===== src/logic/bpu_pkg.sv =====
package bpu_pkg;

    // datapath
    localparam int xlen = 32;
    localparam int hist_width = 16;

    // pattern history table, indexed by pc[9:1] ^ history[8:0]
    localparam int pht_entries = 512;
    localparam int pht_index_width = 9;
    localparam int pht_index_lsb = 1;

    // branch target buffer, index pc[9:2], tag from the top pc bits
    localparam int btb_entries = 256;
    localparam int btb_index_width = 8;
    localparam int btb_index_lsb = 2;
    localparam int btb_tag_width = 14;

    // return stack, pointer counts 0..ras_depth
    localparam int ras_depth = 32;
    localparam int ras_ptr_width = 6;

    // link register x1
    localparam logic [4:0] ret_reg = 5'd1;

    typedef enum logic [6:0] {
        op_branch = 7'b1100011,
        op_jal    = 7'b1101111,
        op_jalr   = 7'b1100111
    } opcode_t;

    typedef enum logic [2:0] {
        kind_none,
        kind_branch,
        kind_jal,
        kind_jalr_plain,
        kind_call_jal,
        kind_call_jalr,
        kind_ret
    } branch_kind_t;

    typedef logic [1:0] ctr_t;

    localparam ctr_t ctr_weak_nt = 2'b01;

endpackage


===== src/logic/resolve_if.sv =====
`timescale 1ns/1ps

interface resolve_if
    import bpu_pkg::*;
();

    logic                  commit;
    logic                  restore;
    logic                  taken;
    branch_kind_t          kind;
    logic [xlen-1:0]       pc;
    logic [xlen-1:0]       target;
    logic [hist_width-1:0] history;

    modport source (
        output commit, restore, taken, kind, pc, target, history
    );

    modport sink (
        input commit, restore, taken, kind, pc, target, history
    );

endinterface


===== src/logic/inst_decode.sv =====
`timescale 1ns/1ps

module inst_decode
    import bpu_pkg::*;
(
    input  logic [xlen-1:0] inst_i,
    output branch_kind_t    kind_o,
    output logic [xlen-1:0] branch_offset_o,
    output logic [xlen-1:0] jal_offset_o
);

    logic [4:0] rd;
    logic [4:0] rs1;

    assign rd  = inst_i[11:7];
    assign rs1 = inst_i[19:15];

    always_comb begin
        kind_o = kind_none;
        case (inst_i[6:0])
            op_branch: kind_o = kind_branch;
            // jal writing a link register is a call
            op_jal:    kind_o = (rd != 5'd0) ? kind_call_jal : kind_jal;
            op_jalr: begin
                if (rd == 5'd0 && rs1 == ret_reg) begin
                    kind_o = kind_ret;
                end else if (rd != 5'd0) begin
                    kind_o = kind_call_jalr;
                end else begin
                    kind_o = kind_jalr_plain;
                end
            end
            default:   kind_o = kind_none;
        endcase
    end

    // b-type and j-type immediates
    assign branch_offset_o = {{20{inst_i[31]}}, inst_i[7], inst_i[30:25], inst_i[11:8], 1'b0};
    assign jal_offset_o = {{12{inst_i[31]}}, inst_i[19:12], inst_i[20], inst_i[30:21], 1'b0};

endmodule


===== src/logic/resolve_stage.sv =====
`timescale 1ns/1ps

module resolve_stage
    import bpu_pkg::*;
(
    input  logic                  clk,
    input  logic                  flush_i,
    input  logic                  if_stall_i,
    input  logic                  ex_branch_valid_i,
    input  logic                  ex_branch_taken_i,
    input  logic [xlen-1:0]       ex_pc_i,
    input  logic [hist_width-1:0] ex_history_i,
    input  logic [xlen-1:0]       ex_target_i,
    input  logic [xlen-1:0]       ex_inst_i,
    resolve_if.source             res
);

    branch_kind_t ex_kind;

    inst_decode u_ex_decode (
        .inst_i          (ex_inst_i),
        .kind_o          (ex_kind),
        .branch_offset_o (),
        .jal_offset_o    ()
    );

    // tables only ever see these two strobes
    assign res.commit  = ex_branch_valid_i && !if_stall_i && !flush_i;
    assign res.restore = flush_i;
    assign res.taken   = ex_branch_taken_i;
    assign res.kind    = ex_kind;
    assign res.pc      = ex_pc_i;
    assign res.target  = ex_target_i;
    assign res.history = ex_history_i;

    // a commit needs a fully known resolution
    a_commit_known : assert property (
        @(posedge clk) res.commit
            |-> !$isunknown({ex_inst_i, ex_pc_i, ex_target_i, ex_branch_taken_i})
    );

endmodule


===== src/flat_wrapper.sv =====
// flat-port wrapper written by rule: the top's interface ports become plain ports
module resolve_stage_flat import bpu_pkg::*;
  (clk, flush_i, if_stall_i, ex_branch_valid_i, ex_branch_taken_i, ex_pc_i, ex_history_i, ex_target_i, ex_inst_i, res_commit, res_restore, res_taken, res_kind, res_pc, res_target, res_history);
  resolve_if res_i ();
  input  logic clk;
  input  logic flush_i;
  input  logic if_stall_i;
  input  logic ex_branch_valid_i;
  input  logic ex_branch_taken_i;
  input  logic [xlen-1:0] ex_pc_i;
  input  logic [hist_width-1:0] ex_history_i;
  input  logic [xlen-1:0] ex_target_i;
  input  logic [xlen-1:0] ex_inst_i;
  output wire logic [$bits(res_i.commit)-1:0] res_commit;
  output wire logic [$bits(res_i.restore)-1:0] res_restore;
  output wire logic [$bits(res_i.taken)-1:0] res_taken;
  output wire logic [$bits(res_i.kind)-1:0] res_kind;
  output wire logic [$bits(res_i.pc)-1:0] res_pc;
  output wire logic [$bits(res_i.target)-1:0] res_target;
  output wire logic [$bits(res_i.history)-1:0] res_history;
  assign res_commit = res_i.commit;
  assign res_restore = res_i.restore;
  assign res_taken = res_i.taken;
  assign res_kind = res_i.kind;
  assign res_pc = res_i.pc;
  assign res_target = res_i.target;
  assign res_history = res_i.history;
  resolve_stage u_core (.clk(clk), .flush_i(flush_i), .if_stall_i(if_stall_i), .ex_branch_valid_i(ex_branch_valid_i), .ex_branch_taken_i(ex_branch_taken_i), .ex_pc_i(ex_pc_i), .ex_history_i(ex_history_i), .ex_target_i(ex_target_i), .ex_inst_i(ex_inst_i), .res(res_i));
endmodule

===== config.mk =====
export PLATFORM = sky130hd
export DESIGN_NAME = resolve_stage_flat
export DESIGN_NICKNAME = d
export VERILOG_FILES = /design/src/logic/bpu_pkg.sv /design/src/logic/resolve_if.sv /design/src/logic/inst_decode.sv /design/src/logic/resolve_stage.sv /design/src/flat_wrapper.sv
export SDC_FILE = /design/constraint.sdc
export NUM_CORES = 1
export LEC_CHECK = 0
export ABC_AREA = 1
export ABC_CLOCK_PERIOD_IN_PS = 800
export BUFFER_PORTS_ARGS = -buffer_cell sky130_fd_sc_hd__buf_2
export CORE_MARGIN = 5
export CORE_UTILIZATION = 27
export DETAILED_ROUTE_END_ITERATION = 8
export PLACE_DENSITY_LB_ADDON = 0.25
export SYNTH_ARGS = -nofsm -noshare
export SYNTH_HDL_FRONTEND = slang
export SYNTH_HIERARCHICAL = 1
export SYNTH_SLANG_ARGS = --single-unit

===== constraint.sdc =====
create_clock -name vclk -period 0.8
set_input_delay 0.08 -clock vclk [all_inputs]
set_output_delay 0.08 -clock vclk [all_outputs]
set_load 0.02 [all_outputs]

== Word level (Yosys, flattened, before mapping) ==
Cells that the tools add are included.
Widths: inputs -> output; s select.
Cells by class
  muxes and demuxes: 4
  reduce and logical (&&, ||, !) cells: 7
  equal/unequal tests: 4
Operator list (number)
  $eq 7x7->1 const B: 3
  $mux 3: 3
  $pmux 3 s3: 1
  $eq 5x1->1 const B: 1
  $logic_not 5->1: 1
  $reduce_bool 5->1: 1
  $logic_and 1x1->1: 3
  $logic_not 1->1: 2
Storage, ports and cells
  logic and storage cells: 15
  output and inout port bits: 86
  register bits after elaboration: 0

== Depth between registers and ports, before layout ==
Gate-level depths: netlist of run 1.
  depth after elaboration: 4
  gate-level depth with buffers: 6
  gate-level depth less buffers: 6

== Cells and area by module ==
The synthesis of run 1 kept the hierarchy.
Modules (own cells, without submodules)
  inst_decode: cells an instance 102, times used 1, sequential area each 0.0 um^2, area an instance 663.1 um^2
  resolve_stage: cells an instance 85, times used 1, sequential area each 0.0 um^2, area an instance 629.4 um^2

== Least setup slack after synthesis of run 1 ==
OpenSTA, ideal clock, no wires.
  path type: input -> output
  start: input ex_inst_i[11]
  end: output res_kind[1]
  path buffers: 0
  data arrival time: 0.601 ns
  setup slack: 0.119 ns
  cell stages on the path: 3
  cell sequence: nor2_1 nand3_1 nor2_1
On the way
  word-level cells in the longest chain between the ends: 4
  elaborated cells between the ends (all ways): 7
  those cells by class: mux: 4; reduce/logical: 3
Ends and longest elaborated chain
  start, declared: line flat_wrapper.sv:13  | input logic [xlen-1:0] ex_inst_i;
  $reduce_bool 5->1 / $logic_not 5->1 (equally long branches): line inst_decode.sv:23, inst_decode.sv:27, inst_decode.sv:25
  $mux 3 / $logic_and 1x1->1 (equally long branches): line inst_decode.sv:27, inst_decode.sv:25
  $mux 3: line inst_decode.sv:25  | if (rd == 5'd0 && rs1 == ret_reg) begin
  $pmux 3 s3 (*): line inst_decode.sv:20  | case (inst_i[6:0])
  end, declared: line flat_wrapper.sv:17  | output wire logic [$bits(res_i.kind)-1:0] res_kind;
Every way passes the cells marked *; elsewhere a longest branch is shown, timed or not.

== Worst setup path after layout of run 1 ==
  start: input ex_inst_i[17]
  end: output res_kind[0]
On the way
  word-level cells in the longest chain between the ends: 4
Ends and longest elaborated chain (line)
  $eq 5x1->1: inst_decode.sv:25
  $logic_and 1x1->1: inst_decode.sv:25
  $mux 3: inst_decode.sv:25
  $pmux 3 s3: inst_decode.sv:20
Every way passes these cells.

==> flow_metrics.tcl, run 1 <==
set metrics [dict create \
    initialDrtViolationCount 7 \
    seq_area_sq_um 0 \
    grt_overflow_total 0 \
    final_nets 184 \
    endpoint_kind "output port" \
    relSlewSlack 0.913 \
    fin_area_sq_um 477 \
    place_ws_ns -0.0840 \
    ios 203 \
    worst_slack_ns -0.0143 \
    die-area_sq_mm 0.00419 \
    slowest_stage "buf_6" \
    slew_viol_final 0 \
    area_growth_pct -41.0 \
    drive_above_1_share 0.646 \
    ys_warn_count 6 \
    netlist_instances 122 \
    violations "setup timing" \
    p_leak_nw 0.229 \
    path_delay_family "simple AND/OR/NAND/NOR gates" \
    die_w_um 64.7 \
    postRouteAntennaNets 0 \
    antenna_cells 0 \
    cp.arrival_ns 0.73 \
    place_hpwl_um 1450 \
    port_buffers 25 \
    routed_wl_um 1600 \
    cp_data_required_time_ns 0.72 \
    vdd_drop_max_uv 127 \
    nClkBuffers 0 \
    mostFrequentLayoutCells "buf_2, buf_6, nand2_1" \
    gp_congestion 0.653 \
    rows 19 \
    hold_path_class "input port to output port" \
    utilization 0.170 \
    drc 0 \
    max_stage_delay_ns 0.13 \
    num_vias 417 \
    period_minus_slack_ns 0.814 \
    track_usage 0.0667 \
    cts_setup_buffers 0 \
    fp.coreArea_sq_mm 0.00281 \
    critPathKind "input port to output port" \
    start_util 0.288 \
    seq_cells 0 \
    postPlaceCellArea_sq_um 357 \
    cts.hold.buffers_added 0 \
    fmax_mhz 1230 \
    antenna_found_initial 0 \
    grt_max_degree 5 \
    synthesis.area_sq_um 808 \
    syn_nets 239 \
    die_height_um 64.7 \
    p_per_area_mw_per_mm2 359 \
    avgSynthCellArea_sq_um 6.63 \
    timing.final.crit_share 1.02 \
    finalPower_mw 0.171 \
    cp_cell_sequence "buf_6, nor2_4, nand2_2, nor2_2, nand2_1, nand2_1, nand2_1, buf_6" \
    routedWlPerCell_um 16.7 \
    critPathBufInv 2 \
    final-hold-violation-count 0 \
    grt_pass1_vias 403 \
    viasPerCell 4.34 \
    setup_viol 2 \
    rsz0062_at_grt "yes" \
    status "finished with violations" \
    start_kind "input port" \
    tightest_slew_ns 0.129 \
    grt_pass1_wl_um 2210 \
    crit_top_cell "nand2_1" \
    dr.pass1.iters 4 \
    critPathMaxFanout 2 \
    cap_violations 0 \
]
## timing repair
item / 4_1_cts / 5_1_grt
resized for setup: 10 / 19
pin swaps: 4 / 16
cloned: 0 / 0
hold endpoints to repair: 0 / 0
setup endpoints to repair: 2 / 3
## report_power, final
group / total (mW) / switching [mW] / leakage [nW] / internal (mW)
clock network: 0 / 0 / 0 / 0
registers: 0 / 0 / 0 / 0
logic: 0.171 / 0.0765 / 0.229 / 0.0947
total: 0.171 / 0.0765 / 0.229 / 0.0947
## routing by layer
layer	GRT usage	vias to the layer above	wire, um
met2	0.0830	76	594
met4	0.0739	0	178
met1	0.0434	141	324
li1	-	168	-
met3	0.0881	32	503
met5	0	-	0
## path summary, 6_finish.rpt
| check | depth (start not counted) | slack, ns | startpoint | endpoint |
|---|---|---|---|---|
| worst max-delay path | 8 | -0.01 | ex_inst_i[17] | res_kind[0] |
| worst min-delay path | 0 | 0.16 | ex_pc_i[29] | res_pc[29] |
## layout make-up
cell class	count	area, sq um
fillers	325	2330
inverters	9	33.8
multi-input cells	31	201
well taps	31	38.8
repair buffers	25	203
## through the flow
step           instances  hold WS [ns]  TNS, ns
3_3_place_gp          96         0.160   -0.137
6_report              96         0.160  -0.0200
4_1_cts               96         0.160  -0.0895
2_1_floorplan        122         0.208        0
5_1_grt               96         0.160   -0.175
3_5_place_dp          96         0.160   -0.166
Note: power is estimated with default switching activity, not from simulation.
==> run 2: changes to the inputs <==
--- a/config.mk
+++ b/config.mk
@@ -8,10 +8,11 @@
 export ABC_AREA = 1
 export ABC_CLOCK_PERIOD_IN_PS = 800
 export BUFFER_PORTS_ARGS = -buffer_cell sky130_fd_sc_hd__buf_2
+export CAP_MARGIN = 5
 export CORE_MARGIN = 5
 export CORE_UTILIZATION = 27
 export DETAILED_ROUTE_END_ITERATION = 8
-export PLACE_DENSITY_LB_ADDON = 0.25
+export PLACE_DENSITY = 0.79
 export SYNTH_ARGS = -nofsm -noshare
 export SYNTH_HDL_FRONTEND = slang
 export SYNTH_HIERARCHICAL = 1
==> run 2 against run 1 <==
Net effect:
- the run still ends with setup timing left
- die area stayed put
- power fell by 18%
- non-clock buffer count stayed put
- combinational power decreased by 18%
- via count is 0.48% higher
- worst setup slack got worse by 0.023 ns
- critical path type unchanged
- largest cell class is now multi-input combinational cells
==> flow_metrics.tcl, run 2 (synthesized netlist as in run 1, its figures left out) <==
set metrics [dict create \
    status "finished with violations" \
    violations "setup timing" \
    die_height_um 64.7 \
    final_nets 184 \
    min_to "res_pc[17]" \
    grt_pass1_vias 429 \
    seq_area_sq_um 0 \
    num_vias 419 \
    start_util 0.288 \
    initialDrtViolationCount 10 \
    p_leak_nw 0.209 \
    holdPathStages 0 \
    nClkBuffers 0 \
    final-hold-violation-count 0 \
    antenna_found_initial 0 \
    grt_overflow_total 0 \
    grt_max_degree 5 \
    area_growth_pct -48.6 \
    place_inst 96 \
    cts.hold.buffers_added 0 \
    seq_cells 0 \
    drc 0 \
    max_stage_delay_ns 0.13 \
    rows 19 \
    critPathKind "input port to output port" \
    hold_path_class "input port to output port" \
    antenna_cells 0 \
    tns_ns -0.0568 \
    start_kind "input port" \
    cp.arrival_ns 0.76 \
    port_buffers 25 \
    place_hpwl_um 1420 \
    routed_wl_um 1620 \
    ios 203 \
    p_per_area_mw_per_mm2 337 \
    relSlewSlack 0.910 \
    period_minus_slack_ns 0.837 \
    tightest_slew_ns 0.135 \
    endpoint_kind "output port" \
    track_usage 0.0685 \
    routedWlPerCell_um 16.9 \
    filler_cell_count 337 \
    vdd_drop_max_uv 75.1 \
    setup_viol 2 \
    finalPower_mw 0.140 \
    critPathMaxFanout 2 \
    postRouteAntennaNets 0 \
    fmax_mhz 1190 \
    cts_setup_buffers 0 \
    holdCritStartpoint "ex_pc_i[17]" \
    cp_data_required_time_ns 0.72 \
    slowest_stage "buf_6" \
    gp_congestion 0.657 \
    utilization 0.148 \
    viasPerCell 4.36 \
    mostFrequentLayoutCells "buf_2, nand2_1, inv_1, nor2_1" \
    dr.pass1.iters 2 \
    final_cell_count_no_fill 96 \
    crit_top_cell "nand2_1" \
    grt_pass1_wl_um 2180 \
    timing.final.crit_share 1.05 \
    die_w_um 64.7 \
    rsz0062_at_grt "yes" \
    worst_slack_ns -0.0371 \
    layout_commonest_cell "buf_2" \
    cap_violations 0 \
    cp_cell_sequence "buf_6, nor2_4, nand2_2, nor2_4, nand2_1, nand2_1, nand2_1, buf_6" \
    slew_viol_final 0 \
    place_ws_ns -0.143 \
    die-area_sq_mm 0.00419 \
    fp.coreArea_sq_mm 0.00281 \
    drive_above_1_share 0.585 \
]
run 2: cell counts in the layout (fill, tap and decap cells not counted):
No cell type changed its count.
run 2: how the worst max path moves through the flow:
stage,start,end,slack (ns),depth (start not counted)
floorplan,ex_inst_i[11],res_kind[1],0.12,3
global placement,ex_inst_i[10],res_kind[0],-0.14,8
detailed placement,ex_inst_i[11],res_kind[0],-0.14,8
CTS,ex_inst_i[8],res_kind[0],-0.09,8
global route,ex_inst_i[11],res_kind[0],-0.11,8
finish,ex_inst_i[11],res_kind[0],-0.04,8
run 2: cell type report:
cell class         instances  area (sq um)  area share
inverters                  9          33.8      0.0813
multi-input cells         31           184       0.443
well taps                 31          38.8      0.0934
repair buffers            25           159       0.383
run 2: routing by layer:
metal,track usage,routed length [um],up-vias
met5,0,0,-
met4,0.106,254,0
met3,0.0725,438,40
met2,0.0958,642,74
met1,0.0351,289,138
li1,-,-,167
run 2: report_power, final:
| part | total (mW) | switching, mW | internal [mW] |
|---|---|---|---|
| Sequential | 0 | 0 | 0 |
| Clock | 0 | 0 | 0 |
| Combinational | 0.140 | 0.0705 | 0.0695 |
run 2: critical path: cells and delay by family:
kind | cells | cell delay [ns]
simple gates | 6 | 0.45
buf+inv | 2 | 0.22
run 2: what timing repair did:
action,CTS,global route
setup endpoints to repair,3,3
pin swaps,5,6
gates cloned,0,0
gates resized for setup,11,5
run 2: per-stage QoR:
step / cell area, sq um / hold slack, ns
global placement: 357 / 0.160
CTS: 395 / 0.160
floorplan: 808 / 0.208
finish: 415 / 0.160
global route: 415 / 0.160
detailed placement: 357 / 0.160
==> run 3: changes to the inputs <==
--- a/config.mk
+++ b/config.mk
@@ -9,6 +9,7 @@
 export ABC_CLOCK_PERIOD_IN_PS = 800
 export BUFFER_PORTS_ARGS = -buffer_cell sky130_fd_sc_hd__buf_2
 export CAP_MARGIN = 5
+export CORE_ASPECT_RATIO = 1.1
 export CORE_MARGIN = 5
 export CORE_UTILIZATION = 27
 export DETAILED_ROUTE_END_ITERATION = 8
==> run 3 against run 2 <==
Net effect:
- die area about the same
- flip-flop and latch count did not move
- global-route usage is 2.4 points higher
- final area up 11%
- the run still ends with setup timing left
- wire length grew 43%
- utilization increased by 1.5 points
- worst hold slack is essentially flat
- final cell count increased by 2.1%
==> flow_metrics.tcl, run 3 (synthesized netlist as in run 1, its figures left out) <==
set metrics [dict create \
    path_delay_family "simple AND/OR/NAND/NOR gates" \
    postRouteAntennaNets 0 \
    holdCritStartpoint "ex_pc_i[15]" \
    die_height_um 67.4 \
    start_kind "input port" \
    critPathMaxFanout 2 \
    cp-startpoint "ex_inst_i[10]" \
    grt_overflow_total 0 \
    final-hold-violation-count 0 \
    die_w_um 62.2 \
    antenna_cells 0 \
    grt_max_degree 5 \
    nClkBuffers 0 \
    area_growth_pct -43.0 \
    comb_power_share 1.000 \
    gp_congestion 0.613 \
    fmax_mhz 1200 \
    dr.pass1.iters 4 \
    seq_cells 0 \
    seq_area_sq_um 0 \
    filler_cell_count 327 \
    utilization 0.163 \
    relSlewSlack 0.911 \
    cts.hold.buffers_added 0 \
    layout_commonest_cell "buf_2" \
    critPathCapture "res_kind[2]" \
    routed_wl_um 2330 \
    postPlaceCellArea_sq_um 359 \
    hold_path_class "input port to output port" \
    violations "setup timing" \
    p_switching_mw 0.0789 \
    clkPwrFrac 0 \
    final_nets 184 \
    num_vias 432 \
    cts_setup_buffers 0 \
    power_frac_seq 0 \
    endpoint_kind "output port" \
    cap_violations 0 \
    status "finished with violations" \
    viasPerCell 4.41 \
    die-area_sq_mm 0.00419 \
    p_leak_nw 0.221 \
    slowest_stage "buf_6" \
    start_util 0.286 \
    cp_cell_sequence "buf_2, nor2_4, inv_1, nor2_2, nand2_1, nand2_1, nand2_1, buf_6" \
    period_minus_slack_ns 0.834 \
    rsz0062_at_grt "yes" \
    worst_slack_ns -0.0342 \
    setup_viol 2 \
    cp.arrival_ns 0.75 \
    vdd_drop_max_uv 117 \
    critPathBufInv 3 \
    rows 20 \
    place_hpwl_um 2100 \
    critPathKind "input port to output port" \
    p_per_area_mw_per_mm2 357 \
    mostFrequentLayoutCells "buf_2, nand2_1, buf_6" \
    cp_data_required_time_ns 0.72 \
    fin_area_sq_um 460 \
    drive_above_1_share 0.646 \
    ios 203 \
    p_int_mw 0.0857 \
    routedWlPerCell_um 23.7 \
    timing.final.crit_share 1.04 \
    antenna_found_initial 0 \
    port_buffers 25 \
    fp.coreArea_sq_mm 0.00283 \
    crit_top_cell "nand2_1" \
    grt_pass1_wl_um 2800 \
    initialDrtViolationCount 5 \
    p_sw_frac 0.479 \
    track_usage 0.0923 \
    tightest_slew_ns 0.133 \
    crit_cells 8 \
    grt_pass1_vias 408 \
    drc 0 \
    slew_viol_final 0 \
    max_stage_delay_ns 0.13 \
]
## run 3: changes by cell type in the layout (fill, tap and decap cells not counted)
| cell | change |
|---|---|
| nor2_2 | +3 |
| nor2_1 | -3 |
| buf_2 | -4 |
| nand3_2 | +1 |
| nand2_2 | -1 |
| nand2_4 | +1 |
| buf_6 | +4 |
| nand3_1 | -1 |
## run 3: routing by layer
metal | vias up | GRT usage | wire (um) | part of all wire
met2 | 78 | 0.166 | 1230 | 0.53
met5 | - | 0.100 | 49 | 0.021
met3 | 34 | 0.0982 | 566 | 0.24
met1 | 151 | 0.0315 | 264 | 0.11
met4 | 2 | 0.0949 | 218 | 0.094
li1 | 167 | - | - | -
## run 3: layout make-up
class | count | area (sq um) | area share
Timing Repair Buffer | 25 | 184 | 0.399
Multi-Input combinational cell | 31 | 201 | 0.437
Inverter | 9 | 33.8 | 0.0734
Tap cell | 33 | 41.3 | 0.0897
## run 3: how the worst min path moves through the flow
stage                     depth (start not counted)              end
after floorplan                                   1       res_commit
after global placement                            0  res_history[10]
after detailed placement                          0  res_history[10]
after CTS                                         0  res_history[10]
after global routing                              0    res_target[1]
final                                             0       res_pc[15]
## run 3: power by group through the flow
stage / combinational [mW] / sequential (mW) / clock (mW)
final: 0.165 / 0 / 0
after global routing: 0.180 / 0 / 0
after CTS: 0.141 / 0 / 0
after detailed placement: 0.118 / 0 / 0
after global placement: 0.116 / 0 / 0
after floorplan: 0.647 / 0 / 0
## run 3: what timing repair did
action / 4_1_cts / 5_1_grt
pin swaps: 10 / 17
setup endpoints to repair: 3 / 3
gates resized for setup: 13 / 12
cloned: 0 / 0
## run 3: metrics by stage
stage          cells  worst slack [ns]  power [mW]  setup TNS [ns]  hold slack, ns
3_5_place_dp      98            -0.141       0.118          -0.220           0.160
3_3_place_gp      98            -0.147       0.116          -0.208           0.160
2_1_floorplan    122             0.119       0.647               0           0.208
6_report          98           -0.0342       0.165         -0.0575           0.160
5_1_grt           98           -0.0997       0.180          -0.212           0.160
4_1_cts           98           -0.0809       0.141          -0.114           0.160
